[src/PeripheralPkg.sv]
package PeripheralPkg;

	// Bus and data widths
	typedef logic [31:0] busAddrT;
	typedef logic [31:0] wordT;
	typedef logic [3:0] strobeT;

	// Video RAM widths
	typedef logic [7:0] pixelT;
	typedef logic [10:0] scanAddrT;
	// MSB picks the buffer half
	typedef logic [9:0] bankWordAddrT;

	// Region codes from the address decoder
	typedef logic [2:0] regionT;

	localparam regionT REGION_NONE = 3'd0;
	localparam regionT REGION_SEVEN_SEG = 3'd1;
	localparam regionT REGION_BOOT = 3'd2;
	localparam regionT REGION_MICROS = 3'd3;
	localparam regionT REGION_MILLIS = 3'd4;
	localparam regionT REGION_BUFFER_CTRL = 3'd5;
	localparam regionT REGION_VRAM = 3'd6;

	// Register map, word aligned
	localparam busAddrT SEVEN_SEG_ADDR = 32'h100;
	localparam busAddrT BOOT_ADDR = 32'h104;
	localparam busAddrT MICROS_ADDR = 32'h10C;
	localparam busAddrT MILLIS_ADDR = 32'h110;
	localparam busAddrT BUFFER_CTRL_ADDR = 32'h114;

	// Video banks sit back to back from the base
	localparam busAddrT VRAM_BASE = 32'h10000;
	localparam logic [31:0] VRAM_BANK_BYTES = 32'h800;

	// Upper and lower panel halves
	localparam int NUM_BANKS = 2;

endpackage

[src/TimeBase.sv]
module TimeBase #(
	parameter int TICKS_PER_MICROSECOND = 8
) (
	input logic clk,
	input logic rst,
	output PeripheralPkg::wordT micros,
	output PeripheralPkg::wordT millis
);

	localparam int CYCLE_BITS = (TICKS_PER_MICROSECOND > 1) ? $clog2(TICKS_PER_MICROSECOND) : 1;
	localparam int MICROS_PER_MILLI = 1000;
	localparam int MICRO_BITS = $clog2(MICROS_PER_MILLI);

	logic [CYCLE_BITS-1:0] cycleCount;
	logic [MICRO_BITS-1:0] microCount;
	logic microTick;

	assign microTick = (cycleCount == CYCLE_BITS'(TICKS_PER_MICROSECOND - 1));

	// Both counters wrap at 32 bits
	always_ff @(posedge clk or negedge rst) begin
		if (rst == 1'b0) begin
			cycleCount <= '0;
			microCount <= '0;
			micros <= '0;
			millis <= '0;
		end else begin
			cycleCount <= microTick ? '0 : cycleCount + 1'b1;
			if (microTick) begin
				micros <= micros + 32'd1;
				if (microCount == MICRO_BITS'(MICROS_PER_MILLI - 1)) begin
					microCount <= '0;
					millis <= millis + 32'd1;
				end else begin
					microCount <= microCount + 1'b1;
				end
			end
		end
	end

endmodule

[config.mk]
export PLATFORM = sky130hd
export DESIGN_NAME = TimeBase
export DESIGN_NICKNAME = d
export VERILOG_FILES = /design/src/PeripheralPkg.sv /design/src/TimeBase.sv
export SDC_FILE = /design/constraint.sdc
export NUM_CORES = 1
export LEC_CHECK = 0
export CORE_ASPECT_RATIO = 2
export CORE_MARGIN = 10
export CORE_UTILIZATION = 55
export DETAILED_ROUTE_END_ITERATION = 6
export DONT_BUFFER_PORTS = 1
export MAX_ROUTING_LAYER = met4
export PLACE_DENSITY = 0.7
export RECOVER_POWER = 50
export SYNTH_ARGS = -nofsm -noshare
export SYNTH_HDL_FRONTEND = slang
export SYNTH_SLANG_ARGS = --single-unit
[constraint.sdc]
create_clock -name clk -period 5.13 [get_ports clk]
set_input_delay 1.026 -clock clk [delete_from_list [all_inputs] [get_ports clk]]
set_output_delay 1.026 -clock clk [all_outputs]
set_load 0.05 [all_outputs]
==> key figures <==
Worst setup path
  – Crit path cell chain: ha_1 > ha_1 > nand3_1 > nor3_1 > buf_4 > nand4_1 > xnor2_1
  – WS Path Type: reg2reg
  – Setup crit end kind: flip-flop
  – Crit-path max cell delay: 0.48 ns
  – Critical path's most frequent cell: ha_1
  – Reg-to-Reg Start: cycleCount[0]$_DFF_PN0_
  – Reg2reg path depth: 7
  – Crit path max-delay cell type: nor3_1
  – WP data required: between 5 and 6 ns
  – Crit Path Max Fanout: 21
  – R2R Path End: millis[12]$_DFFE_PN0P_
  – Critical path startpoint category: flip-flop
  – CP arrival: 2.67 ns
  – R2R setup slack: 2.65 ns

Synthesis
  – Ys async rst share: 100%
  – Yosys warns: 0
  – Post-synthesis cell count: approximately 320
  – Flops & latches, synth: 77
  – Adder-cell share of the synthesized area: under 10%
  – Mapped Nets: 330
  – Synth Area in Compound Gates: 0.553%
  – Synthesized cell area: 0.00362 mm2
  – Yosys cell types: 31
  – Syn avg cell area: 11.2 um2
  – Post-synthesis sequential area ratio: 53.2%
  – Post-Synth Simple-Gate Area: between 20% and 30%
  – Synth top cells by count: dfrtp_1, xnor2_1, nand2_1
  – Leading area contributor after synthesis: dfrtp_1
  – Synth top area cells: dfrtp_1, xnor2_1, xor2_1, nand4_1, nand3_1
  – Count leader, synth: dfrtp_1
  – Mux share of post-synthesis cell area: 0.898%
  – Largest family of logic cells by synthesized area: simple AND/OR/NAND/NOR gates
  – Synth top area share: 53.2%
  – Post-synth EDFFs: 0
  – Synth Area in XOR/XNOR: about 17%
  – Dominant synthesized flop cell: dfrtp_1

Clock tree
  – Max clock buf depth: 2
  – Post-CTS Setup Inserts: 0
  – Clk Latency, worst-skew pair: around 0.33 ns
  – CTS root buf: clkbuf_16
  – H-tree levels: 3
  – Clock transition at path regs: approximately 0.06 ns
  – Cts repair resizes: 0
  – CTS Sinks: 77
  – Inserted Clock Buffers: 9
  – CTS tree: built
  – CTS Hold Bufs: 0

STA
  – Fmax achieved: roughly 0.40 GHz
  – Max Clock Skew: a little under 0.009 ns
  – Setup WS post-layout: roughly 2.7 ns
  – Hold Vio Cnt, Final: 0
  – Relative slew slack: between 40% and 50%
  – RSZ-0062 raised after global routing: false
  – Period Utilization, post-route: around 48%
  – Fin crit period: roughly 2.5 ns
  – Setup_tns: 0 ns
  – Hold slack: roughly 0.39 ns
  – Actual slew at the worst max-slew pin: a little under 0.9 ns
  – Pins Over Slew Limit: 0
  – Finish-stage setup viols: 0

Floorplanning
  – Starting Density: a little under three fifths
  – Core ar.: 0.00636 mm2
  – FP Rows: 41
  – Die H: between 100 and 150 um
  – Num ports: 66
  – Die area: roughly 0.010 mm2
  – Die Wd: 77.4 um

Place
  – Final Wtd Congestion: slightly below 0.8
  – Post-detail-place hpwl: around 5.7 mm
  – # port buffers: 0
  – Worst slack, placed: between 2 and 3 ns

Layout
  – N_diodes: 0
  – Layout Nets: between 300 and 400
  – Fillers: between 500 and 600
  – Area growth syn-to-layout: 11.3%
  – Final Core Density: about 63%
  – Share of layout cells above drive strength 1: approximately 7.2%

Job
  – Max capacitance violation total: 0

Detailed routing
  – Routed len/inst: roughly 19 um
  – Starting DRT DRC Count: 203
  – Via count: around 2,500
  – Final WL: just under 8 mm
  – Residual DRC: 0
  – Antenna viol nets, final: 0
  – Drt first pass iters: 4
  – Via/cell ratio: between 5 and 6

Power and ir drop
  – Part of the power in combinational logic: 0%
  – LEAKAGE: between 1.5 and 2 nW
  – P_sw: roughly 0.23 mW
  – Internal power: approximately 1.1 mW
  – Flop pwr share: ~47%
  – Switching part of the total: 18.1%
  – VDD IR-drop max: 257 uV
  – Power per Cell Area: about 320 mW/mm2
  – Clk pwr share: about 53%
  – Pwr Total: 1.30 mW

GRT
  – Initial antenna violation count: 0
  – GRT overflow: 0
  – GR Util All Layers: between 10% and 20%
  – Largest net degree at the start of global routing: slightly below 80
  – Global-route wire length before repair: around 13 mm
  – Number of global-route vias before repair: approximately 2,600

Worst hold path
  – Hold WC Path Type: in2async

Status
  – Outcome: finished clean
-- layer usage --
metal | vias up | track usage (%) | wire (um)
li1 | 1166 | - | -
met1 | 1248 | 16.8 | 2890
met2 | 67 | 27.1 | 4150
met4 | 0 | 7.45 | 184
met3 | 17 | 6.25 | 629
met5 | - | - | 0
-- kinds of logic (layout without fill, tap and decap cells) --
group,after synthesis,count (layout)
compound gates,4,4
xor+xnor,69,69
fa+ha+maj,5,5
buf+inv,14,25
flops,77,77
mux,3,3
simple gates,151,151
-- registers in the layout, summed over array words and instances, names as in the netlist --
| signal | count |
|---|---|
| microCount | 10 |
| cycleCount | 3 |
| millis | 32 |
| micros | 32 |
-- critical path: cells and delay by family (launching register included) --
| family | cells | cell delay [ns] |
|---|---|---|
| DFF | 1 | 0.35 |
| and+or+nand+nor | 3 | 0.89 |
| adders and majority gates | 2 | 0.57 |
| xor gates and xnor gates | 1 | 0.18 |
| buffers and inverters | 1 | 0.34 |
-- power groups by stage --
stage | clock [mW] | sequential [mW] | combinational, mW
floorplan | 0 | 0.619 | 0.000000685
global placement | 0 | 0.619 | 0.000000663
detailed placement | 0 | 0.619 | 0.000000663
CTS | 0.698 | 0.608 | 0.000000663
global route | 0.731 | 0.607 | 0.000000663
finish | 0.688 | 0.608 | 0.000000663
-- per-stage QoR --
step	instances	instance area, um2
floorplan	323	3620
global placement	404	3710
detailed placement	404	3710
CTS	420	4030
global route	420	4030
finish	420	4030
-- how the worst max path moves through the flow --
stage	from	to	slack, ns	depth (start not counted)
after floorplan	millis[0]$_DFFE_PN0P_	millis[28]$_DFFE_PN0P_	3.18	5
after detailed placement	cycleCount[0]$_DFF_PN0_	micros[23]$_DFFE_PN0N_	2.67	6
after CTS	cycleCount[0]$_DFF_PN0_	micros[23]$_DFFE_PN0N_	2.66	6
after global placement	millis[0]$_DFFE_PN0P_	millis[28]$_DFFE_PN0P_	2.80	5
after global routing	cycleCount[0]$_DFF_PN0_	millis[4]$_DFFE_PN0P_	2.42	7
final	cycleCount[0]$_DFF_PN0_	millis[12]$_DFFE_PN0P_	2.65	7
-- layout make-up --
type / instances / area, um2 / share of cell area (%)
multi-input combinational: 232 / 1630 / 40.4
tap: 86 / 108 / 2.67
clock inverter: 3 / 67.6 / 1.68
inverter: 8 / 30.0 / 0.745
sequential: 77 / 1930 / 47.8
clock buffer: 13 / 260 / 6.46
timing repair buffer: 1 / 7.51 / 0.186
-- layout by cell type (no fill, tap or decap), types with 2 or more instances in the layout --
master / count
nand2_1: 27
ha_1: 5
inv_1: 8
or3_1: 2
nand3_1: 23
clkbuf_8: 2
xor2_1: 25
and4_1: 9
nor3_1: 14
clkbuf_1: 2
bufinv_16: 2
mux2_2: 2
nand4_1: 22
nor2_1: 12
o21ai_0: 2
a21oi_1: 2
and3_1: 13
nor4_1: 15
clkbuf_16: 9
dfrtp_1: 77
and2_1: 4
xnor2_1: 44
Power figures use the tool's default switching activity.
