**src/PeripheralPkg.sv**
```systemverilog
package PeripheralPkg;

	// Bus and data widths
	typedef logic [31:0] busAddrT;
	typedef logic [31:0] wordT;
	typedef logic [3:0] strobeT;

	// Video RAM widths
	typedef logic [7:0] pixelT;
	typedef logic [10:0] scanAddrT;
	// MSB picks the buffer half
	typedef logic [9:0] bankWordAddrT;

	// Region codes from the address decoder
	typedef logic [2:0] regionT;

	localparam regionT REGION_NONE = 3'd0;
	localparam regionT REGION_SEVEN_SEG = 3'd1;
	localparam regionT REGION_BOOT = 3'd2;
	localparam regionT REGION_MICROS = 3'd3;
	localparam regionT REGION_MILLIS = 3'd4;
	localparam regionT REGION_BUFFER_CTRL = 3'd5;
	localparam regionT REGION_VRAM = 3'd6;

	// Register map, word aligned
	localparam busAddrT SEVEN_SEG_ADDR = 32'h100;
	localparam busAddrT BOOT_ADDR = 32'h104;
	localparam busAddrT MICROS_ADDR = 32'h10C;
	localparam busAddrT MILLIS_ADDR = 32'h110;
	localparam busAddrT BUFFER_CTRL_ADDR = 32'h114;

	// Video banks sit back to back from the base
	localparam busAddrT VRAM_BASE = 32'h10000;
	localparam logic [31:0] VRAM_BANK_BYTES = 32'h800;

	// Upper and lower panel halves
	localparam int NUM_BANKS = 2;

endpackage

```
**src/AxiLiteSlave.sv**
```systemverilog
module AxiLiteSlave (
	input logic clk,
	input logic rst,

	// Write address and data channels
	input PeripheralPkg::busAddrT awaddr,
	input logic awvalid,
	output logic awready,
	input PeripheralPkg::wordT wdata,
	input PeripheralPkg::strobeT wstrb,
	input logic wvalid,
	output logic wready,

	// Write response channel
	output logic bvalid,
	input logic bready,
	output logic [1:0] bresp,

	// Read channels
	input PeripheralPkg::busAddrT araddr,
	input logic arvalid,
	output logic arready,
	output PeripheralPkg::wordT rdata,
	output logic rvalid,
	input logic rready,
	output logic [1:0] rresp,

	// Single-cycle access toward the peripherals
	output logic accessValid,
	output logic accessWrite,
	output PeripheralPkg::busAddrT accessAddress,
	output PeripheralPkg::wordT accessData,
	output PeripheralPkg::strobeT accessStrobe,
	input PeripheralPkg::wordT readData
);

	// Cycles from the arready handshake to the rdata capture edge, plus one
	localparam int READ_LATENCY = 2;
	localparam logic [1:0] LAST_WAIT = 2'(READ_LATENCY - 1);

	typedef enum logic [1:0] {
		IDLE,
		WRITE_RESP,
		READ_WAIT,
		READ_RESP
	} busStateT;

	busStateT state;
	logic [1:0] waitCount;
	logic writeAccept;
	logic readAccept;
	logic readDone;

	always_comb begin
		// A write with both channels valid wins over a read
		writeAccept = (state == IDLE) && awvalid && wvalid;
		readAccept = (state == IDLE) && arvalid && !writeAccept;
		readDone = (state == READ_WAIT) && (waitCount == LAST_WAIT);
	end

	assign awready = writeAccept;
	assign wready = writeAccept;
	assign arready = readAccept;

	assign accessValid = writeAccept || readAccept;
	assign accessWrite = writeAccept;
	assign accessAddress = writeAccept ? awaddr : araddr;
	assign accessData = wdata;
	assign accessStrobe = wstrb;

	// Responses are always OKAY
	assign bvalid = (state == WRITE_RESP);
	assign bresp = 2'b00;
	assign rvalid = (state == READ_RESP);
	assign rresp = 2'b00;

	always_ff @(posedge clk or negedge rst) begin
		if (rst == 1'b0) begin
			state <= IDLE;
			waitCount <= 2'd0;
		end else begin
			case (state)
				IDLE: begin
					if (writeAccept) begin
						state <= WRITE_RESP;
					end else if (readAccept) begin
						state <= READ_WAIT;
						// The handshake cycle counts as the first
						waitCount <= 2'd1;
					end
				end
				WRITE_RESP: begin
					if (bready) begin
						state <= IDLE;
					end
				end
				READ_WAIT: begin
					if (readDone) begin
						state <= READ_RESP;
					end else begin
						waitCount <= waitCount + 2'd1;
					end
				end
				READ_RESP: begin
					if (rready) begin
						state <= IDLE;
					end
				end
				default: begin
					state <= IDLE;
				end
			endcase
		end
	end

	// Held until the master takes it
	always_ff @(posedge clk) begin
		if (readDone) begin
			rdata <= readData;
		end
	end

endmodule

```
**config.mk**
```make
export PLATFORM = sky130hd
export DESIGN_NAME = AxiLiteSlave
export DESIGN_NICKNAME = d
export VERILOG_FILES = /design/src/PeripheralPkg.sv /design/src/AxiLiteSlave.sv
export SDC_FILE = /design/constraint.sdc
export NUM_CORES = 1
export LEC_CHECK = 0
export ABC_AREA = 1
export BUFFER_PORTS_ARGS = -buffer_cell sky130_fd_sc_hd__buf_2
export CAP_MARGIN = 10
export CELL_PAD_IN_SITES_DETAIL_PLACEMENT = 0
export CELL_PAD_IN_SITES_GLOBAL_PLACEMENT = 1
export CORE_MARGIN = 3
export CORE_UTILIZATION = 23
export DETAILED_ROUTE_END_ITERATION = 10
export PLACE_DENSITY_LB_ADDON = 0.1
export RECOVER_POWER = 50
export REMOVE_ABC_BUFFERS = 1
export SLEW_MARGIN = 10
export SYNTH_ARGS = -nofsm -noshare
export SYNTH_HDL_FRONTEND = slang
export SYNTH_SLANG_ARGS = --single-unit
```
**constraint.sdc**
```tcl
create_clock -name clk -period 3.1 [get_ports clk]
set_clock_uncertainty 0.2 [all_clocks]
set_input_delay 0.155 -clock clk [delete_from_list [all_inputs] [get_ports clk]]
set_output_delay 0.155 -clock clk [all_outputs]
set_load 0.01 [all_outputs]
```
==> flow_summary.toml <==
[hold_path]
worstHoldEndpoint = "waitCount[0]$_DFFE_PN0P_"
hold_start = "arvalid"
worst_hold_path_type = "input port to flop"
whs_path_depth = 4

[outcome]
status = "finished, final reports clean"

[logic_synthesis]
synth_edf_count = 32
synthMuxAreaShare_pct = 0
synth-adder-area-share_pct = 0.5308
synth_cells = 228
synth_common_cells = "nand2_1 (49), buf_4 (45), edfxtp_1 (32), nand2_2 (32), nand2_4 (31)"
synth_seq_cells = 36
synthArstFlopShare_pct = 11.11
syn_avg_cell_area_um2 = 10.34
seq_area_frac_synth_pct = 45.01
synthMostInstantiatedCell = "nand2_1"
ys_warn_count = 0
synth_compound_area_share_pct = 0.4246
yosysUniqueCellTypes = 18
synth_area_um2 = 2357
synthFlopType = "edfxtp_1"
synth_top_area_share_pct = 40.76
synth-simple-area-share_pct = 34.61
synth-xor-area-share_pct = 0
synth_top_family_by_area = "simple AND/OR/NAND/NOR gates"
yosysTopAreaCell = "edfxtp_1"
synth_area_leaders = "edfxtp_1 (41%), nand2_4 (15%), buf_4 (14%)"

[layout]
drive_gt1_share_pct = 57.89
num_antenna_cells = 0
final_core_util_pct = 34.61
synthToLayoutAreaGrowth_pct = 44.85
final_nets = 538

[worst_setup_path]
rrSetupSlack_ns = 1.32
cp_max_fo = 37
path_buf_inv = 3
cp.arrival_ns = 1.99
slowest_delay_ns = 0.45
r2r-end = "rdata[18]$_DFFE_PP_"
crit_chain = "inv_2 > nand2_4 > nor2_8 > inv_8 > nand2_1 > nand2_1 > buf_2"
critical_path_depth = 7
critPathTopFamily = "simple AND/OR/NAND/NOR gates"
critical_path_class = "flop to output port"
cp.required_ns = 2.74
regToRegStartpoint = "state[1]$_DFFE_PN0P_"
cpMaxStageDelayCell = "dfrtp_1"
reg2reg_depth = 5
startpoint = "state[0]$_DFFE_PN0P_"
crit_path_frequent_cell = "nand2_1"
cp-start-kind = "flop"
endpoint_kind = "output port"

[grt]
grt_pass1_wl_um = 11540
overflow = 0
antenna_found_initial = 0
grt_max_degree = 38
grt_pass1_vias = 2129
track_usage_pct = 13.29

[detailed_routing]
dr.pass1.iters = 3
wl_um = 7890
wire_per_inst_um = 14.83
drc = 0
drt_iter0_markers = 69
dr_total_vias = 2018
vias_per_cell = 3.793
antenna_left = 0

[clock_network]
clk_latency_ns = 0.28
cts.sinks = 36
cts_made_buffers = 5
ctsLongestPathBuffers = 2
cts_tree = "done"
path_clk_slew_ns = 0.07
root_buffer = "clkbuf_8"
htreeDepth = 2

[floorplanning]
start_util_pct = 23.90
num_rows = 36
ioPinCount = 250
die_w_um = 107.2
core_um2 = 9864
die_h_um = 107.2
die_area_um2 = 11500

[sta]
hold_violations = 0
setup_tns_ns = 0
maxSlewViolCount = 0
fmax_mhz = 427.0
worstMarginPinSlew_ns = 0.5562
fin_crit_ns = 2.342
max_slew_margin_pct = 62.92
rsz0062_at_grt = "false"
setup-violations-final = 0
period_share_pct = 75.55

[pwr]
pwr-share-seq_pct = 38.6
p_clk_share_pct = 17.3
power.density_nw_per_um2 = 547.3
p_leak_uw = 0.001676
combinationalPowerShare_pct = 44.1
netSwitchingFraction_pct = 38.61
p_switching_uw = 721.6
peakVddDrop_mv = 0.1742
intPower_uw = 1147

[job]
maxCapViolCount = 0

[placed_design]
port_buffers = 173
hpwl_um = 6541
globalplace.congestion = 0.7081
cell type report:
cell class | instances | area (µm²)
well taps | 133 | 166.4
repair buffers | 208 | 1187
multi-input cells | 134 | 855.8
inverters | 13 | 56.30
clock buffers | 5 | 68.82
fillers | 1074 | 6450
clock inverters | 3 | 18.77
flip-flops and latches | 36 | 1061
layout by cell type (no fill, tap or decap), drive strengths merged:
cell / synthesis / final
buf: 48 / 153
nand2: 112 / 112
dlygate4sd3: 0 / 34
edfxtp: 32 / 32
clkbuf: 0 / 26
inv: 13 / 13
nor2: 10 / 10
nand3: 4 / 4
conb: 1 / 4
dfrtp: 4 / 4
clkinv: 0 / 3
a21oi: 2 / 2
or2: 1 / 1
ha: 1 / 1
worst register-to-register path, delay by kind of cell (launching register included):
family                 cells  cell delay [ns]
flip-flops                 1             0.42
buffers and inverters      3             0.55
AND/OR/NAND/NOR            2             0.25
per-stage QoR:
step | area [µm²] | total power (µW) | cells | hold slack (ns) | setup WS (ns)
detailed placement | 3013 | 1555 | 490 | -0.2328 | 1.053
global placement | 3013 | 1560 | 490 | -0.2282 | 1.040
finish | 3415 | 1869 | 532 | 0.03351 | 0.7579
floorplan | 1971 | 1220 | 183 | -0.3406 | 0.4449
CTS | 3441 | 1919 | 532 | 0.02705 | 0.7301
global route | 3415 | 2023 | 532 | 0.07264 | 0.5709
routing by layer:
layer / track usage, % / up-vias / wire length [µm]
met1: 13.05 / 872 / 2616
met3: 10.96 / 12 / 1403
li1: - / 997 / -
met4: 2.192 / 4 / 91
met2: 21.45 / 133 / 3692
met5: 5.714 / - / 86
cells by family after synthesis:
family	count (synthesis)
buf+inv	61
other cells	1
flops	36
fa+ha+maj	1
compound gates	2
simple gates	127
flip-flops by register name, indices dropped and copies added, names as in the netlist:
signal	flops
state	2
waitCount	2
rdata	32
power by group through the flow:
stage / Combinational, µW / Clock (µW) / Sequential [µW]
finish: 823 / 323 / 722
global route: 927 / 362 / 734
floorplan: 440 / 0 / 780
detailed placement: 824 / 0 / 731
CTS: 860 / 338 / 720
global placement: 832 / 0 / 727
what timing repair did:
action	4_1_cts	5_1_grt
gates resized for setup	0	0
endpoints found under the hold margin	36	0
endpoints found under the setup margin	0	0
setup buffers	0	0
hold buffers	34	0
worst max path at each step:
stage                    endpoint  slack [ns]
2_1_floorplan  rdata[0]$_DFFE_PP_        0.44
3_3_place_gp    accessAddress[19]        1.04
3_5_place_dp    accessAddress[20]        1.05
4_1_cts         accessAddress[20]        0.73
5_1_grt         accessAddress[20]        0.57
6_report        accessAddress[20]        0.76
(Power assumes the default switching activity.)
