==> config.mk <==
export PLATFORM = sky130hd
export DESIGN_NAME = ReadMux
export DESIGN_NICKNAME = d
export VERILOG_FILES = /design/src/PeripheralPkg.sv /design/src/ReadMux.sv
export SDC_FILE = /design/constraint.sdc
export NUM_CORES = 1
export LEC_CHECK = 0
export BUFFER_PORTS_ARGS = -buffer_cell sky130_fd_sc_hd__clkbuf_2
export CAP_MARGIN = 20
export CORE_AREA = 5 5 86 88
export DETAILED_ROUTE_END_ITERATION = 7
export DIE_AREA = 0 0 91 93
export GPL_ROUTABILITY_DRIVEN = 0
export PLACE_DENSITY = 0.71
export SLEW_MARGIN = 10
export SYNTH_ARGS = -nofsm -noshare
export SYNTH_HDL_FRONTEND = slang
export SYNTH_SLANG_ARGS = --single-unit
export TNS_END_PERCENT = 5
==> constraint.sdc <==
create_clock -name vclk -period 1.2
set_clock_uncertainty 0.2 [all_clocks]
set_input_delay 0.18 -clock vclk [all_inputs]
set_output_delay 0.18 -clock vclk [all_outputs]
set_load 0.005 [all_outputs]
==> src/PeripheralPkg.sv <==
package PeripheralPkg;

	// Bus and data widths
	typedef logic [31:0] busAddrT;
	typedef logic [31:0] wordT;
	typedef logic [3:0] strobeT;

	// Video RAM widths
	typedef logic [7:0] pixelT;
	typedef logic [10:0] scanAddrT;
	// MSB picks the buffer half
	typedef logic [9:0] bankWordAddrT;

	// Region codes from the address decoder
	typedef logic [2:0] regionT;

	localparam regionT REGION_NONE = 3'd0;
	localparam regionT REGION_SEVEN_SEG = 3'd1;
	localparam regionT REGION_BOOT = 3'd2;
	localparam regionT REGION_MICROS = 3'd3;
	localparam regionT REGION_MILLIS = 3'd4;
	localparam regionT REGION_BUFFER_CTRL = 3'd5;
	localparam regionT REGION_VRAM = 3'd6;

	// Register map, word aligned
	localparam busAddrT SEVEN_SEG_ADDR = 32'h100;
	localparam busAddrT BOOT_ADDR = 32'h104;
	localparam busAddrT MICROS_ADDR = 32'h10C;
	localparam busAddrT MILLIS_ADDR = 32'h110;
	localparam busAddrT BUFFER_CTRL_ADDR = 32'h114;

	// Video banks sit back to back from the base
	localparam busAddrT VRAM_BASE = 32'h10000;
	localparam logic [31:0] VRAM_BANK_BYTES = 32'h800;

	// Upper and lower panel halves
	localparam int NUM_BANKS = 2;

endpackage

==> src/ReadMux.sv <==
module ReadMux (
	input PeripheralPkg::regionT regionSel,
	input logic [$clog2(PeripheralPkg::NUM_BANKS)-1:0] bankSel,
	input PeripheralPkg::wordT [PeripheralPkg::NUM_BANKS-1:0] bankData,
	input PeripheralPkg::wordT sevenSegment,
	input PeripheralPkg::busAddrT bootAddress,
	input PeripheralPkg::wordT micros,
	input PeripheralPkg::wordT millis,
	input logic swapRequest,
	input logic displayBuffer,
	output PeripheralPkg::wordT readData
);

	import PeripheralPkg::*;

	always_comb begin
		case (regionSel)
			REGION_SEVEN_SEG: readData = sevenSegment;
			REGION_BOOT: readData = bootAddress;
			REGION_MICROS: readData = micros;
			REGION_MILLIS: readData = millis;
			// Bit 1 is the shown half, bit 0 the pending swap
			REGION_BUFFER_CTRL: readData = {30'd0, displayBuffer, swapRequest};
			REGION_VRAM: readData = bankData[bankSel];
			// Unmapped reads return zero
			default: readData = '0;
		endcase
	end

endmodule

==> results of run 1 <==
==> repair_timing <==
action / 4_1_cts / 5_1_grt
resized for setup: 17 / 6
buffers inserted: 5 / 0
pin swaps: 15 / 0
endpoints found under the setup margin: 32 / 32
gates cloned: 3 / 0
==> synth_stat cells, drive strengths merged <==
library cell / number / area [um^2]
nand3b: 3 / 26.3
clkbuf: 5 / 22.5
nand2: 11 / 41.3
inv: 1 / 3.75
buf: 20 / 159
nor2b: 4 / 37.5
o21ai: 21 / 105
a221o: 1 / 10.0
a2111oi: 1 / 15.0
o221ai: 11 / 96.3
a2111o: 1 / 11.3
nor2: 2 / 7.51
and3b: 2 / 17.5
a22oi: 30 / 225
and2b: 1 / 7.51
mux2i: 53 / 531
nand2b: 1 / 6.26
mux2: 11 / 124
o22a: 19 / 166
==> metal layers <==
layer	vias up	track usage [%]	part of all wire, %	wire length [um]
li1	1281	-	-	-
met1	1179	20.8	37	3110
met2	145	35.3	53	4540
met3	8	3.38	9.0	763
met4	0	1.71	1.1	91
met5	-	0	0	0
==> critical path: stages <==
cell	delay [ns]
clkbuf_8	0.14
and2b_2	0.23
and3b_1	0.17
a2111o_1	0.39
clkbuf_2	0.12
==> worst min path at each step <==
| stage | start | slack (ns) | end | depth (start not counted) |
|---|---|---|---|---|
| floorplan | millis[1] | 0.29 | readData[1] | 1 |
| global placement | millis[1] | 0.47 | readData[1] | 3 |
| detailed placement | millis[1] | 0.47 | readData[1] | 3 |
| CTS | millis[1] | 0.47 | readData[1] | 3 |
| global route | millis[1] | 0.48 | readData[1] | 3 |
| finish | millis[1] | 0.47 | readData[1] | 3 |
==> placed cells by master (no fill, tap or decap), drive strengths merged <==
cell type / Yosys / layout
a2111o: 1 / 1
a2111oi: 1 / 1
a221o: 1 / 1
a22oi: 30 / 30
and2b: 1 / 1
and3b: 2 / 2
buf: 20 / 32
clkbuf: 5 / 230
inv: 1 / 1
mux2: 11 / 11
mux2i: 53 / 53
nand2: 11 / 11
nand2b: 1 / 1
nand3b: 3 / 3
nor2: 2 / 2
nor2b: 4 / 4
o21ai: 21 / 21
o221ai: 11 / 11
o22a: 19 / 19
==> cell type report <==
type,count,area [um^2],area share (%)
multi-input combinational,172,1520,46.6
tap,80,100,3.06
timing repair buffer,262,1640,50.2
inverter,1,3.75,0.115
==> stage by stage <==
stage,cell area [um^2],utilization [%]
floorplan,1730,-
global placement,3060,46.6
detailed placement,3060,46.6
CTS,3270,49.8
global route,3270,49.8
finish,3270,49.8
==> cell families (layout without fill, tap and decap cells) <==
| group | count (synthesis) | after routing |
|---|---|---|
| buffers and inverters | 26 | 263 |
| and+or+nand+nor | 24 | 24 |
| muxes | 64 | 64 |
| AOI/OAI and AO/OA | 84 | 84 |
==> power by group through the flow <==
stage | combinational (mW) | sequential, mW | clock [mW]
after floorplan | 0.529 | 0 | 0
after global placement | 1.06 | 0 | 0
after detailed placement | 1.08 | 0 | 0
after CTS | 1.16 | 0 | 0
after global routing | 1.26 | 0 | 0
final | 1.16 | 0 | 0
==> flow_metrics.py, run 1 <==
metrics = {
    "synth": {
        "synth_top_family_by_area": "multiplexers",
        "syn_inst": 198,
        "syn-num-nets": 396,
        "seq_area_frac_synth_pct": 0,
        "synth-compound-area-share_pct": 39.0,
        "yosys_warnings": 0,
        "syn_area_um2": 1610,
        "synth_xor_area_share_pct": 0,
        "avgSynthCellArea_um2": 8.15,
        "synth_cell_types": 27,
        "synthAdderAreaFrac_pct": 0,
        "synth_mux_area_share_pct": 40.6,
        "synthSimpleGateAreaFrac_pct": 8.92,
    },
    "global_route": {
        "grt_pass1_vias": 2869,
        "gr-usage-all-layers_pct": 18.0,
        "grt_max_degree": 20,
        "grt_pass1_wl_mm": 13.1,
        "grt_overflow_total": 0,
        "antenna_found_initial": 0,
    },
    "die": {
        "core_area_um2": 6570,
        "row_count": 30,
        "ios": 230,
        "die-area_um2": 8460,
        "start_util_pct": 24.6,
        "die_x_um": 91,
        "die_height_um": 93,
    },
    "route": {
        "drt-wirelength-per-cell_um": 16.5,
        "via_per_inst": 5.07,
        "num_vias": 2613,
        "drt-initial-drc-count": 64,
        "firstDrtPassIters": 6,
        "drc": 0,
        "wirelength_mm": 8.51,
        "detail-route-antenna-nets": 0,
    },
    "timing": {
        "period_needed_ns": 1.62,
        "period_share_pct": 135,
        "final-hold-violation-count": 0,
        "worstMarginPinSlew_ns": 0.275,
        "fin_ws_ns": -0.418,
        "holdWs_ns": 0.468,
        "slew_headroom_pct": 81.6,
        "setup_viol": 32,
        "fmax_mhz": 618,
        "rsz0062_at_grt": "true",
        "slew_violations": 0,
        "final.setup.tns_ns": -12.00,
    },
    "final_layout": {
        "fill_cells": 632,
        "diodes": 0,
        "clockBufferCount": 0,
        "seq_cell_count": 0,
        "final_cells": 515,
        "seqCellArea_um2": 0,
        "drive_above_1_share_pct": 67.8,
        "area_growth_pct": 103,
        "num-nets-final": 635,
    },
    "power_and_ir_drop": {
        "pwr-share-seq_pct": 0,
        "pwr-share-comb_pct": 100.0,
        "netSwitchingFraction_pct": 40.6,
        "p_total_mw": 1.16,
        "p_leak_nw": 1.80,
        "net-switching-power_mw": 0.471,
        "clockPowerShare_pct": 0,
        "ir_worst_vdd_mv": 0.196,
        "internal_power_mw": 0.690,
        "p_per_area_nw_per_um2": 355,
    },
    "critical_path": {
        "cp_max_fo": 5,
        "critPathKind": "in -> out",
        "required_ns": 0.82,
        "endpoint_kind": "primary output",
        "start_kind": "primary input",
        "crit_path_end": "readData[0]",
        "setup.worst_path.start": "regionSel[2]",
        "crit_arrival_ns": 1.24,
    },
    "job": {
        "drv_cap": 0,
    },
    "place": {
        "port_buffers": 230,
        "place_hpwl_mm": 7.22,
        "pre_cts_ws_ns": -0.481,
        "place_inst": 507,
    },
    "outcome": {
        "status": "finished with violations",
        "failed_checks": "setup timing",
    },
    "worst_hold_path": {
        "hp-class": "in -> out",
    },
    "clock_tree": {
        "ctsHoldBuffers": 0,
    },
}
Note: power is estimated with default switching activity, not from simulation.
==> inputs of run 2 (changes only) <==
Settings changed: CAP_MARGIN 20 to not set, PLACE_DENSITY 0.71 to 0.76, RECOVER_POWER set to 25.
==> flow_metrics.py, run 2 (synthesis gave the netlist of run 1 again) <==
metrics = {
    "outcome": {
        "status": "finished with violations",
        "failed_checks": "setup timing",
    },
    "route": {
        "detail-route-antenna-nets": 0,
        "drc": 0,
        "firstDrtPassIters": 4,
        "num_vias": 2636,
        "drt-wirelength-per-cell_um": 17.9,
        "via_per_inst": 5.17,
        "wirelength_mm": 9.12,
        "drt-initial-drc-count": 42,
    },
    "place": {
        "placed_area_um2": 3010,
        "port_buffers": 230,
        "place_inst": 504,
        "place_hpwl_mm": 7.60,
    },
    "timing": {
        "period_share_pct": 130,
        "setup_viol": 32,
        "slew_headroom_pct": 81.2,
        "fin_ws_ns": -0.360,
        "rsz0062_at_grt": "true",
        "slew_violations": 0,
        "worstMarginPinSlew_ns": 0.275,
        "holdWs_ns": 0.504,
        "fmax_mhz": 641,
        "period_needed_ns": 1.56,
        "final-hold-violation-count": 0,
    },
    "critical_path": {
        "required_ns": 0.82,
        "endpoint_kind": "primary output",
        "critPathKind": "in -> out",
        "cp_max_fo": 14,
        "start_kind": "primary input",
        "crit_arrival_ns": 1.18,
    },
    "power_and_ir_drop": {
        "ir_worst_vdd_mv": 0.152,
        "p_leak_nw": 1.78,
        "p_per_area_nw_per_um2": 358,
    },
    "die": {
        "die_x_um": 91,
        "core_area_um2": 6570,
        "start_util_pct": 24.6,
        "row_count": 30,
        "die_height_um": 93,
        "die-area_um2": 8460,
        "ios": 230,
    },
    "final_layout": {
        "design_area_um2": 3200,
        "drive_above_1_share_pct": 67.2,
        "final_cell_mix": "220 x clkbuf_2, 52 x mux2i_1, 23 x a22oi_1",
        "clockBufferCount": 0,
        "seqCellArea_um2": 0,
        "num-nets-final": 630,
        "utilization_pct": 48.7,
        "area_growth_pct": 98.5,
        "final_cells": 510,
        "seq_cell_count": 0,
        "final_common_cell": "clkbuf_2",
        "diodes": 0,
    },
    "job": {
        "drv_cap": 0,
    },
    "worst_hold_path": {
        "hold_end": "readData[1]",
        "hp-class": "in -> out",
        "hold_depth": 3,
        "min_from": "millis[1]",
    },
    "global_route": {
        "gr-usage-all-layers_pct": 19.7,
        "grt_pass1_wl_mm": 13.8,
        "antenna_found_initial": 0,
        "grt_pass1_vias": 2879,
        "grt_max_degree": 21,
        "grt_overflow_total": 0,
    },
    "clock_tree": {
        "ctsHoldBuffers": 0,
    },
}
run 2: worst max-delay path, cell delays in order:
cell,delay [ns]
clkbuf_16,0.14
buf_12,0.13
nor2b_4,0.17
buf_12,0.16
a22oi_1,0.07
o21ai_1,0.17
buf_2,0.15
run 2: cell type report:
type | count | area (um^2)
well taps | 80 | 100
repair buffers | 257 | 1570
multi-input cells | 172 | 1530
inverters | 1 | 3.75
fillers | 639 | 3370
run 2: layer usage:
layer	track usage, %	wire length, um
met2	39.9	4930
met3	3.38	704
met1	20.8	3260
met5	0	0
met4	4.52	225
run 2: through the flow:
step,power (mW),worst slack (ns),TNS [ns]
after global routing,1.25,-0.415,-11.46
after global placement,1.05,-0.498,-12.98
after floorplan,0.529,-0.0680,-1.81
after CTS,1.16,-0.357,-9.56
final,1.15,-0.360,-9.41
after detailed placement,1.08,-0.558,-13.80
run 2: report_power, final:
part	switching (mW)	total, mW	internal (mW)
logic	0.477	1.15	0.670
registers	0	0	0
clock network	0	0	0
run 2: worst max path at each step:
stage | start | to | slack, ns | cells after the start
global placement | regionSel[2] | readData[7] | -0.50 | 6
global route | regionSel[2] | readData[18] | -0.42 | 7
finish | regionSel[2] | readData[18] | -0.36 | 7
detailed placement | regionSel[2] | readData[7] | -0.56 | 6
floorplan | regionSel[1] | readData[10] | -0.07 | 5
CTS | regionSel[2] | readData[18] | -0.36 | 7
run 2: timing repair:
action | in CTS | in global routing
gates cloned | 2 | 0
pin swaps | 10 | 0
endpoints found under the setup margin | 32 | 32
buffers inserted | 4 | 0
gates resized for setup | 33 | 10
