### config.mk
export PLATFORM = sky130hd
export DESIGN_NAME = AddressDecoder
export DESIGN_NICKNAME = d
export VERILOG_FILES = /design/src/PeripheralPkg.sv /design/src/AddressDecoder.sv
export SDC_FILE = /design/constraint.sdc
export NUM_CORES = 1
export LEC_CHECK = 0
export ABC_CLOCK_PERIOD_IN_PS = 2300
export BUFFER_PORTS_ARGS = -buffer_cell sky130_fd_sc_hd__buf_2
export CAP_MARGIN = 10
export CORE_UTILIZATION = 35
export CTS_CLUSTER_DIAMETER = 80
export DETAILED_ROUTE_END_ITERATION = 12
export PLACE_DENSITY = 0.82
export SYNTH_ARGS = -nofsm -noshare
export SYNTH_HDL_FRONTEND = slang
export SYNTH_SLANG_ARGS = --single-unit
### constraint.sdc
create_clock -name clk -period 2.3 [get_ports clk]
set_input_delay 0.23 -clock clk [delete_from_list [all_inputs] [get_ports clk]]
set_output_delay 0.23 -clock clk [all_outputs]
set_load 0.01 [all_outputs]
### src/PeripheralPkg.sv
package PeripheralPkg;

	// Bus and data widths
	typedef logic [31:0] busAddrT;
	typedef logic [31:0] wordT;
	typedef logic [3:0] strobeT;

	// Video RAM widths
	typedef logic [7:0] pixelT;
	typedef logic [10:0] scanAddrT;
	// MSB picks the buffer half
	typedef logic [9:0] bankWordAddrT;

	// Region codes from the address decoder
	typedef logic [2:0] regionT;

	localparam regionT REGION_NONE = 3'd0;
	localparam regionT REGION_SEVEN_SEG = 3'd1;
	localparam regionT REGION_BOOT = 3'd2;
	localparam regionT REGION_MICROS = 3'd3;
	localparam regionT REGION_MILLIS = 3'd4;
	localparam regionT REGION_BUFFER_CTRL = 3'd5;
	localparam regionT REGION_VRAM = 3'd6;

	// Register map, word aligned
	localparam busAddrT SEVEN_SEG_ADDR = 32'h100;
	localparam busAddrT BOOT_ADDR = 32'h104;
	localparam busAddrT MICROS_ADDR = 32'h10C;
	localparam busAddrT MILLIS_ADDR = 32'h110;
	localparam busAddrT BUFFER_CTRL_ADDR = 32'h114;

	// Video banks sit back to back from the base
	localparam busAddrT VRAM_BASE = 32'h10000;
	localparam logic [31:0] VRAM_BANK_BYTES = 32'h800;

	// Upper and lower panel halves
	localparam int NUM_BANKS = 2;

endpackage

### src/AddressDecoder.sv
module AddressDecoder (
	input logic clk,
	input logic rst,
	input logic accessValid,
	input logic accessWrite,
	input PeripheralPkg::busAddrT accessAddress,
	input PeripheralPkg::strobeT accessStrobe,
	output logic [PeripheralPkg::NUM_BANKS-1:0] bankWrite,
	output logic [$bits(PeripheralPkg::bankWordAddrT)-2:0] bankWordAddr,
	output logic regWrite,
	output PeripheralPkg::regionT regionSel,
	output logic [$clog2(PeripheralPkg::NUM_BANKS)-1:0] bankSel
);

	import PeripheralPkg::*;

	localparam int BANK_BYTE_BITS = $clog2(VRAM_BANK_BYTES);
	localparam int BANK_SEL_BITS = $clog2(NUM_BANKS);
	localparam busAddrT VRAM_END = busAddrT'(VRAM_BASE + NUM_BANKS * VRAM_BANK_BYTES);

	busAddrT vramOffset;
	regionT region;
	logic [BANK_SEL_BITS-1:0] bankIndex;
	logic writeAccess;
	logic readAccess;

	always_comb begin
		vramOffset = accessAddress - VRAM_BASE;
		bankIndex = vramOffset[BANK_BYTE_BITS +: BANK_SEL_BITS];
		bankWordAddr = vramOffset[BANK_BYTE_BITS-1:2];

		if (accessAddress == SEVEN_SEG_ADDR) begin
			region = REGION_SEVEN_SEG;
		end else if (accessAddress == BOOT_ADDR) begin
			region = REGION_BOOT;
		end else if (accessAddress == MICROS_ADDR) begin
			region = REGION_MICROS;
		end else if (accessAddress == MILLIS_ADDR) begin
			region = REGION_MILLIS;
		end else if (accessAddress == BUFFER_CTRL_ADDR) begin
			region = REGION_BUFFER_CTRL;
		end else if (accessAddress >= VRAM_BASE && accessAddress < VRAM_END) begin
			region = REGION_VRAM;
		end else begin
			region = REGION_NONE;
		end
	end

	always_comb begin
		// A write with no byte lanes set changes nothing
		writeAccess = accessValid && accessWrite && (accessStrobe != '0);
		readAccess = accessValid && !accessWrite;

		// Counters are read only
		regWrite = writeAccess && (region == REGION_SEVEN_SEG || region == REGION_BOOT
			|| region == REGION_BUFFER_CTRL);

		for (int i = 0; i < NUM_BANKS; i++) begin
			bankWrite[i] = writeAccess && (region == REGION_VRAM)
				&& (bankIndex == BANK_SEL_BITS'(i));
		end
	end

	// Lines up with the registered bank read
	always_ff @(posedge clk or negedge rst) begin
		if (rst == 1'b0) begin
			regionSel <= REGION_NONE;
			bankSel <= '0;
		end else if (readAccess) begin
			regionSel <= region;
			bankSel <= bankIndex;
		end else begin
			regionSel <= REGION_NONE;
		end
	end

endmodule

==> results of run 1 <==
-- placed cells by master, fill, tap and decap left out --
master / synthesis / layout
nor4_2: 3 / 3
nand3_1: 1 / 1
nand2_1: 2 / 2
nand3b_1: 1 / 1
xor2_1: 1 / 1
nor3_1: 1 / 1
nor2_1: 1 / 1
dfrtp_1: 4 / 4
dlygate4sd3_1: 0 / 1
mux2_2: 1 / 1
or4_1: 1 / 1
nand4_4: 1 / 1
o21ai_0: 1 / 1
a211oi_1: 2 / 2
buf_2: 0 / 55
nor4b_1: 2 / 2
clkbuf_4: 0 / 3
inv_1: 1 / 1
nor4_4: 4 / 4
nand4_1: 3 / 3
nand2b_1: 1 / 1
nor4b_2: 1 / 1
nor4b_4: 2 / 2
a21o_1: 1 / 1
-- metal layers --
| layer | vias up | track usage | share of wire |
|---|---|---|---|
| li1 | 267 | - | - |
| met1 | 247 | 0.185 | 0.35 |
| met2 | 25 | 0.266 | 0.58 |
| met3 | 2 | 0.0444 | 0.062 |
| met4 | 0 | 0.112 | 0.0089 |
| met5 | - | 0 | 0 |
-- kinds of logic after synthesis --
group / share of synthesized area
AOI/OAI and AO/OA: 0.0546
buffers and inverters: 0.141
xor gates and xnor gates: 0.0174
and+or+nand+nor: 0.566
DFF: 0.199
muxes: 0.0223
-- stage by stage --
step	area [µm²]	power, µW	setup slack, ns	utilization	instances
floorplan	504	113	0.971	-	44
finish	763	250	0.731	0.579	109
detailed placement	731	165	0.710	0.555	105
CTS	763	254	0.717	0.579	109
global route	763	272	0.587	0.579	109
global placement	731	163	0.741	0.555	105
-- power by group through the flow --
stage | Sequential, µW | Combinational, µW | Clock [µW]
2_1_floorplan | 76.7 | 36.7 | 0
3_3_place_gp | 75.3 | 87.9 | 0
3_5_place_dp | 75.5 | 89.9 | 0
4_1_cts | 74.5 | 91.5 | 88.1
5_1_grt | 74.9 | 99.5 | 97.6
6_report | 74.4 | 90.6 | 85.2
-- sequential cells by signal, indices dropped and copies added (netlist names) --
signal and count:
regionSel 3, bankSel 1
-- worst paths after layout --
kind	start	endpoint	slack, ns	cells past startpoint
hold / removal	accessWrite	regionSel[2]$_DFF_PN0_	0.25	2
min in group asynchronous	rst	bankSel$_DFFE_PN0P_	0.33	2
setup reg to reg	bankSel$_DFFE_PN0P_	bankSel$_DFFE_PN0P_	1.56	1
hold reg to reg	bankSel$_DFFE_PN0P_	bankSel$_DFFE_PN0P_	0.50	1
max in group asynchronous	rst	regionSel[0]$_DFF_PN0_	1.85	2
setup / recovery	accessAddress[5]	regWrite	0.73	5
-- synth_stat cells, drive strengths merged (2+ instances only) --
library cell  n  area share
a211oi        2       0.030
buf           9        0.13
dfrtp         4        0.20
nand2         2       0.015
nand4         4       0.079
nor4          7        0.24
nor4b         5        0.16
-- worst max-delay path, stage by stage --
cell	delay, ns
buf_2	0.11
nor4_2	0.35
nand4_1	0.21
nor4_2	0.28
buf_2	0.17
-- timing repair --
item,in CTS,in global routing
hold buffers,1,0
resized for setup,0,0
endpoints found under the hold margin,4,0
-- layout make-up --
| cell class | count | area share |
|---|---|---|
| clock buffer | 3 | 0.0295 |
| inverter | 1 | 0.00492 |
| multi-input combinational | 30 | 0.436 |
| sequential | 4 | 0.131 |
| tap | 15 | 0.0246 |
| timing repair buffer | 56 | 0.374 |
==> results_dict.tcl, run 1 <==
set metrics [dict create \
    slew_viol_final 0 \
    number_of_global_route_vias_before_repair 449 \
    worst_clock_skew_ns 0 \
    outcome "finished clean" \
    net_switching_uw 72.5 \
    grt_pass1_wl_um 1750 \
    die_x_um 40.0 \
    die_y_um 40.0 \
    number_of_antenna_diodes 0 \
    syn-num-nets 84 \
    vdd_ir_drop_max_uv 107 \
    final.hold.worst_slack_ns 0.249 \
    nFillCells 128 \
    synth-seq-area-share 0.199 \
    finalWeightedCongestion 0.781 \
    crit_type "in2out" \
    synth_cell_type_count 22 \
    routed_wire_length_um 1240 \
    placementRows 13 \
    postSynthAreaPerCell_um2 11.5 \
    number_of_nets_in_the_final_layout 136 \
    sequential_cell_area_um2 100 \
    number_of_h_tree_levels 1 \
    worstSkewPairLatency_ns 0.23 \
    tritoncts_clock_tree "yes" \
    internal-power_uw 178 \
    worstMarginPinSlew_ns 0.307 \
    p_comb_frac 0.362 \
    setup.worst_path.start_class "input pin" \
    grt.overflow.total 0 \
    synthArstFlopShare 1.00 \
    floorplan.initialDensity 0.383 \
    fin_crit_ns 1.57 \
    synth_area_um2 504 \
    wp_data_required_ns 2.07 \
    timing.critical_path.to_type "output pin" \
    num_vias 541 \
    dp.final_hpwl_um 1130 \
    worst-path-max-fanout 3 \
    synthesis_to_finish_area_growth_pct 51.4 \
    detail_route.vias_per_cell 4.96 \
    leakagePower_uw 0.000376 \
    multi_input_area_um2 333 \
    cts.sink_count 4 \
    ant_nets 0 \
    max-clock-path-buffers 2 \
    first_iter_violations 5 \
    dominantRegCellSynth "dfrtp_1" \
    rsz0062_at_grt "false" \
    layout-drive-gt1-share 0.745 \
    max_cap_violations 0 \
    cell_count_after_synthesis 44 \
    setup-tns-final_ns 0 \
    path_clk_slew_ns 0.04 \
    postSynthRegisterBits 4 \
    final.period_utilization 0.682 \
    place.port_buffers 55 \
    power_density_nw_per_um2 328 \
    antenna_violations_before_repair 0 \
    cp_data_arrival_time_ns 1.34 \
    placeableCoreArea_um2 1320 \
    fraction_of_power_consumed_by_sequential_logic 0.297 \
    cts-buffers-inserted 3 \
    final-setup-viol-count 0 \
    synth_edf_count 0 \
    fmax_mhz 637 \
    cts.root.buffer_cell "clkbuf_4" \
    io_pins 56 \
    wire_per_inst_um 11.4 \
    pin_count_of_the_biggest_net_entering_global_routing 7 \
    timing.max_slew.rel_slack 0.793 \
    cts_setup_buffers 0 \
    dr.pass1.iters 3 \
    finalHoldViolations 0 \
    clock_power_share 0.341 \
    worst_min_path_class "in2reg" \
    power.switching_fraction 0.290 \
    remaining_drc_errors 0 \
    yosysWarnings 0 \
    fp.dieArea_um2 1600 \
    grt_usage 0.164 \
]
No activity file was read; power rests on OpenSTA's default activity.
==> run 2, diff against run 1 <==
--- a/config.mk
+++ b/config.mk
@@ -5,13 +5,13 @@
 export SDC_FILE = /design/constraint.sdc
 export NUM_CORES = 1
 export LEC_CHECK = 0
-export ABC_CLOCK_PERIOD_IN_PS = 2300
+export ABC_CLOCK_PERIOD_IN_PS = 1400
 export BUFFER_PORTS_ARGS = -buffer_cell sky130_fd_sc_hd__buf_2
 export CAP_MARGIN = 10
-export CORE_UTILIZATION = 35
+export CORE_UTILIZATION = 30
 export CTS_CLUSTER_DIAMETER = 80
 export DETAILED_ROUTE_END_ITERATION = 12
-export PLACE_DENSITY = 0.82
+export PLACE_DENSITY = 0.75
 export SYNTH_ARGS = -nofsm -noshare
 export SYNTH_HDL_FRONTEND = slang
 export SYNTH_SLANG_ARGS = --single-unit
==> constraint.sdc (replaced) <==
create_clock -name clk -period 1.4 [get_ports clk]
set_input_delay 0.14 -clock clk [delete_from_list [all_inputs] [get_ports clk]]
set_output_delay 0.14 -clock clk [all_outputs]
set_load 0.01 [all_outputs]
==> run 2 against run 1 <==
Clock power increased by 67%. Flip-flop and latch count unchanged. Die area increased by 16%. Largest power group unchanged. Global-route usage decreased by 1.9 points. Routed wire length decreased by 4.6%. Worst setup slack got worse by 0.64 ns. Cell area increased by 3.3%. Via count decreased by 0.37%. Worst hold slack got worse by 0.098 ns. Critical endpoint unchanged. Core utilization decreased by 6.8 points.
==> results_dict.tcl, run 2 (same netlist as run 1, synthesis figures left out) <==
set metrics [dict create \
    final_cell_mix "55 x buf_2, 5 x nor4_4, 4 x dfrtp_1, 3 x nand4_1, 3 x clkbuf_4" \
    number_of_h_tree_levels 1 \
    internal-power_uw 293 \
    final-setup-viol-count 0 \
    remaining_drc_errors 0 \
    fmax_mhz 762 \
    cts_setup_buffers 0 \
    place.port_buffers 55 \
    worstMarginPinSlew_ns 0.297 \
    finalWeightedCongestion 0.721 \
    grt_pass1_wl_um 1990 \
    power.switching_fraction 0.296 \
    vdd_ir_drop_max_uv 238 \
    top_register "regionSel" \
    wp_data_required_ns 1.26 \
    dp.final_hpwl_um 1100 \
    placementRows 14 \
    leakagePower_uw 0.000386 \
    die_x_um 43.0 \
    max_cap_violations 0 \
    max-clock-path-buffers 2 \
    grt.overflow.total 0 \
    slowest_stage "nor4_4" \
    wire_per_inst_um 10.6 \
    slew_viol_final 0 \
    rsz0062_at_grt "false" \
    p_comb_frac 0.364 \
    final.period_utilization 0.937 \
    first_iter_violations 2 \
    crit_type "in2out" \
    grt_usage 0.145 \
    worstSkewPairLatency_ns 0.23 \
    fraction_of_power_consumed_by_sequential_logic 0.295 \
    dr.pass1.iters 2 \
    number_of_antenna_diodes 0 \
    setup.worst_path.start_class "input pin" \
    io_pins 56 \
    critPathMaxStageDelay_ns 0.32 \
    cp_data_arrival_time_ns 1.17 \
    path_clk_slew_ns 0.03 \
    detail_route.vias_per_cell 4.81 \
    fin_crit_ns 1.31 \
    placeableCoreArea_um2 1540 \
    finalHoldViolations 0 \
    power_density_nw_per_um2 528 \
    synthesis_to_finish_area_growth_pct 56.3 \
    fp.dieArea_um2 1850 \
    ant_nets 0 \
    number_of_nets_in_the_final_layout 138 \
    largest_register_ff_count 3 \
    clock_power_share 0.341 \
    net_switching_uw 123 \
    cts.root.buffer_cell "clkbuf_4" \
    crit_path_cell_trace "buf_2 -> nor4_4 -> nand4_4 -> nor4_2 -> buf_2" \
    layout_top_registers "regionSel (3), bankSel (1)" \
    cts.sink_count 4 \
    worst-r2r-setup-slack_ns 0.65 \
    antenna_violations_before_repair 0 \
    outcome "finished clean" \
    pin_count_of_the_biggest_net_entering_global_routing 7 \
    layout-drive-gt1-share 0.750 \
    die_y_um 43.0 \
    worst-path-max-fanout 4 \
    cts-buffers-inserted 3 \
    path_common_cell "buf_2" \
    power_uw 416 \
    floorplan.initialDensity 0.327 \
    timing.critical_path.to_type "output pin" \
    number_of_global_route_vias_before_repair 500 \
    routed_wire_length_um 1180 \
    num_vias 539 \
    tritoncts_clock_tree "yes" \
    cp_top_family "simple AND/OR/NAND/NOR gates" \
    worst_clock_skew_ns 0 \
    most_frequent_standard_cell_in_the_layout_excluding_fill_and_tap_cells "buf_2" \
    critPathBufInv 2 \
    final_core_util 0.511 \
    timing.max_slew.rel_slack 0.799 \
    setup-tns-final_ns 0 \
    worst_min_path_class "in2reg" \
]
[run 2: cell types whose count changed in the layout (fill, tap and decap cells not counted), sizes merged]
cell / delta
buf: +2
[run 2: final timing paths]
| path | start | to | depth (start not counted) |
|---|---|---|---|
| max | accessAddress[20] | regWrite | 5 |
| max in group asynchronous | rst | regionSel[0]$_DFF_PN0_ | 2 |
| min | accessWrite | regionSel[0]$_DFF_PN0_ | 2 |
| min in group asynchronous | rst | bankSel$_DFFE_PN0P_ | 2 |
| max reg2reg | bankSel$_DFFE_PN0P_ | bankSel$_DFFE_PN0P_ | 1 |
| min reg2reg | bankSel$_DFFE_PN0P_ | bankSel$_DFFE_PN0P_ | 1 |
[run 2: routing by layer]
metal / wire length (µm) / vias up / GRT usage
met4: 0 / 0 / 0.0727
met1: 362 / 244 / 0.136
met3: 91 / 0 / 0.0553
li1: - / 272 / -
met2: 728 / 23 / 0.270
met5: 0 / - / 0
[run 2: power groups by stage]
stage,clock [µW],combinational [µW],sequential [µW]
after floorplan,0,60.2,126
after global placement,0,144,124
after detailed placement,0,148,124
after CTS,149,151,123
after global routing,166,165,123
final,142,151,123
[run 2: layout make-up]
| cell class | instances | area (µm²) |
|---|---|---|
| timing repair buffer | 58 | 300 |
| clock buffer | 3 | 22.5 |
| multi-input combinational | 30 | 342 |
| inverter | 1 | 3.75 |
| fill | 160 | 753 |
| tap | 16 | 20.0 |
| sequential | 4 | 100 |
[run 2: timing repair]
item                                    in CTS  in global routing
hold buffers                                 1                  0
hold endpoints to repair                     4                  0
endpoints found under the setup margin       0                  1
resized for setup                            0                  1
[run 2: metrics by stage]
step | setup slack, ns | hold slack (ns) | instance area [µm²] | cells
after floorplan | 0.251 | -0.156 | 504 | 44
after global placement | 0.0629 | -0.0563 | 747 | 108
after detailed placement | 0.0442 | -0.0526 | 747 | 108
after CTS | 0.0465 | 0.138 | 779 | 112
after global routing | 0.00522 | 0.138 | 788 | 112
final | 0.0882 | 0.151 | 788 | 112
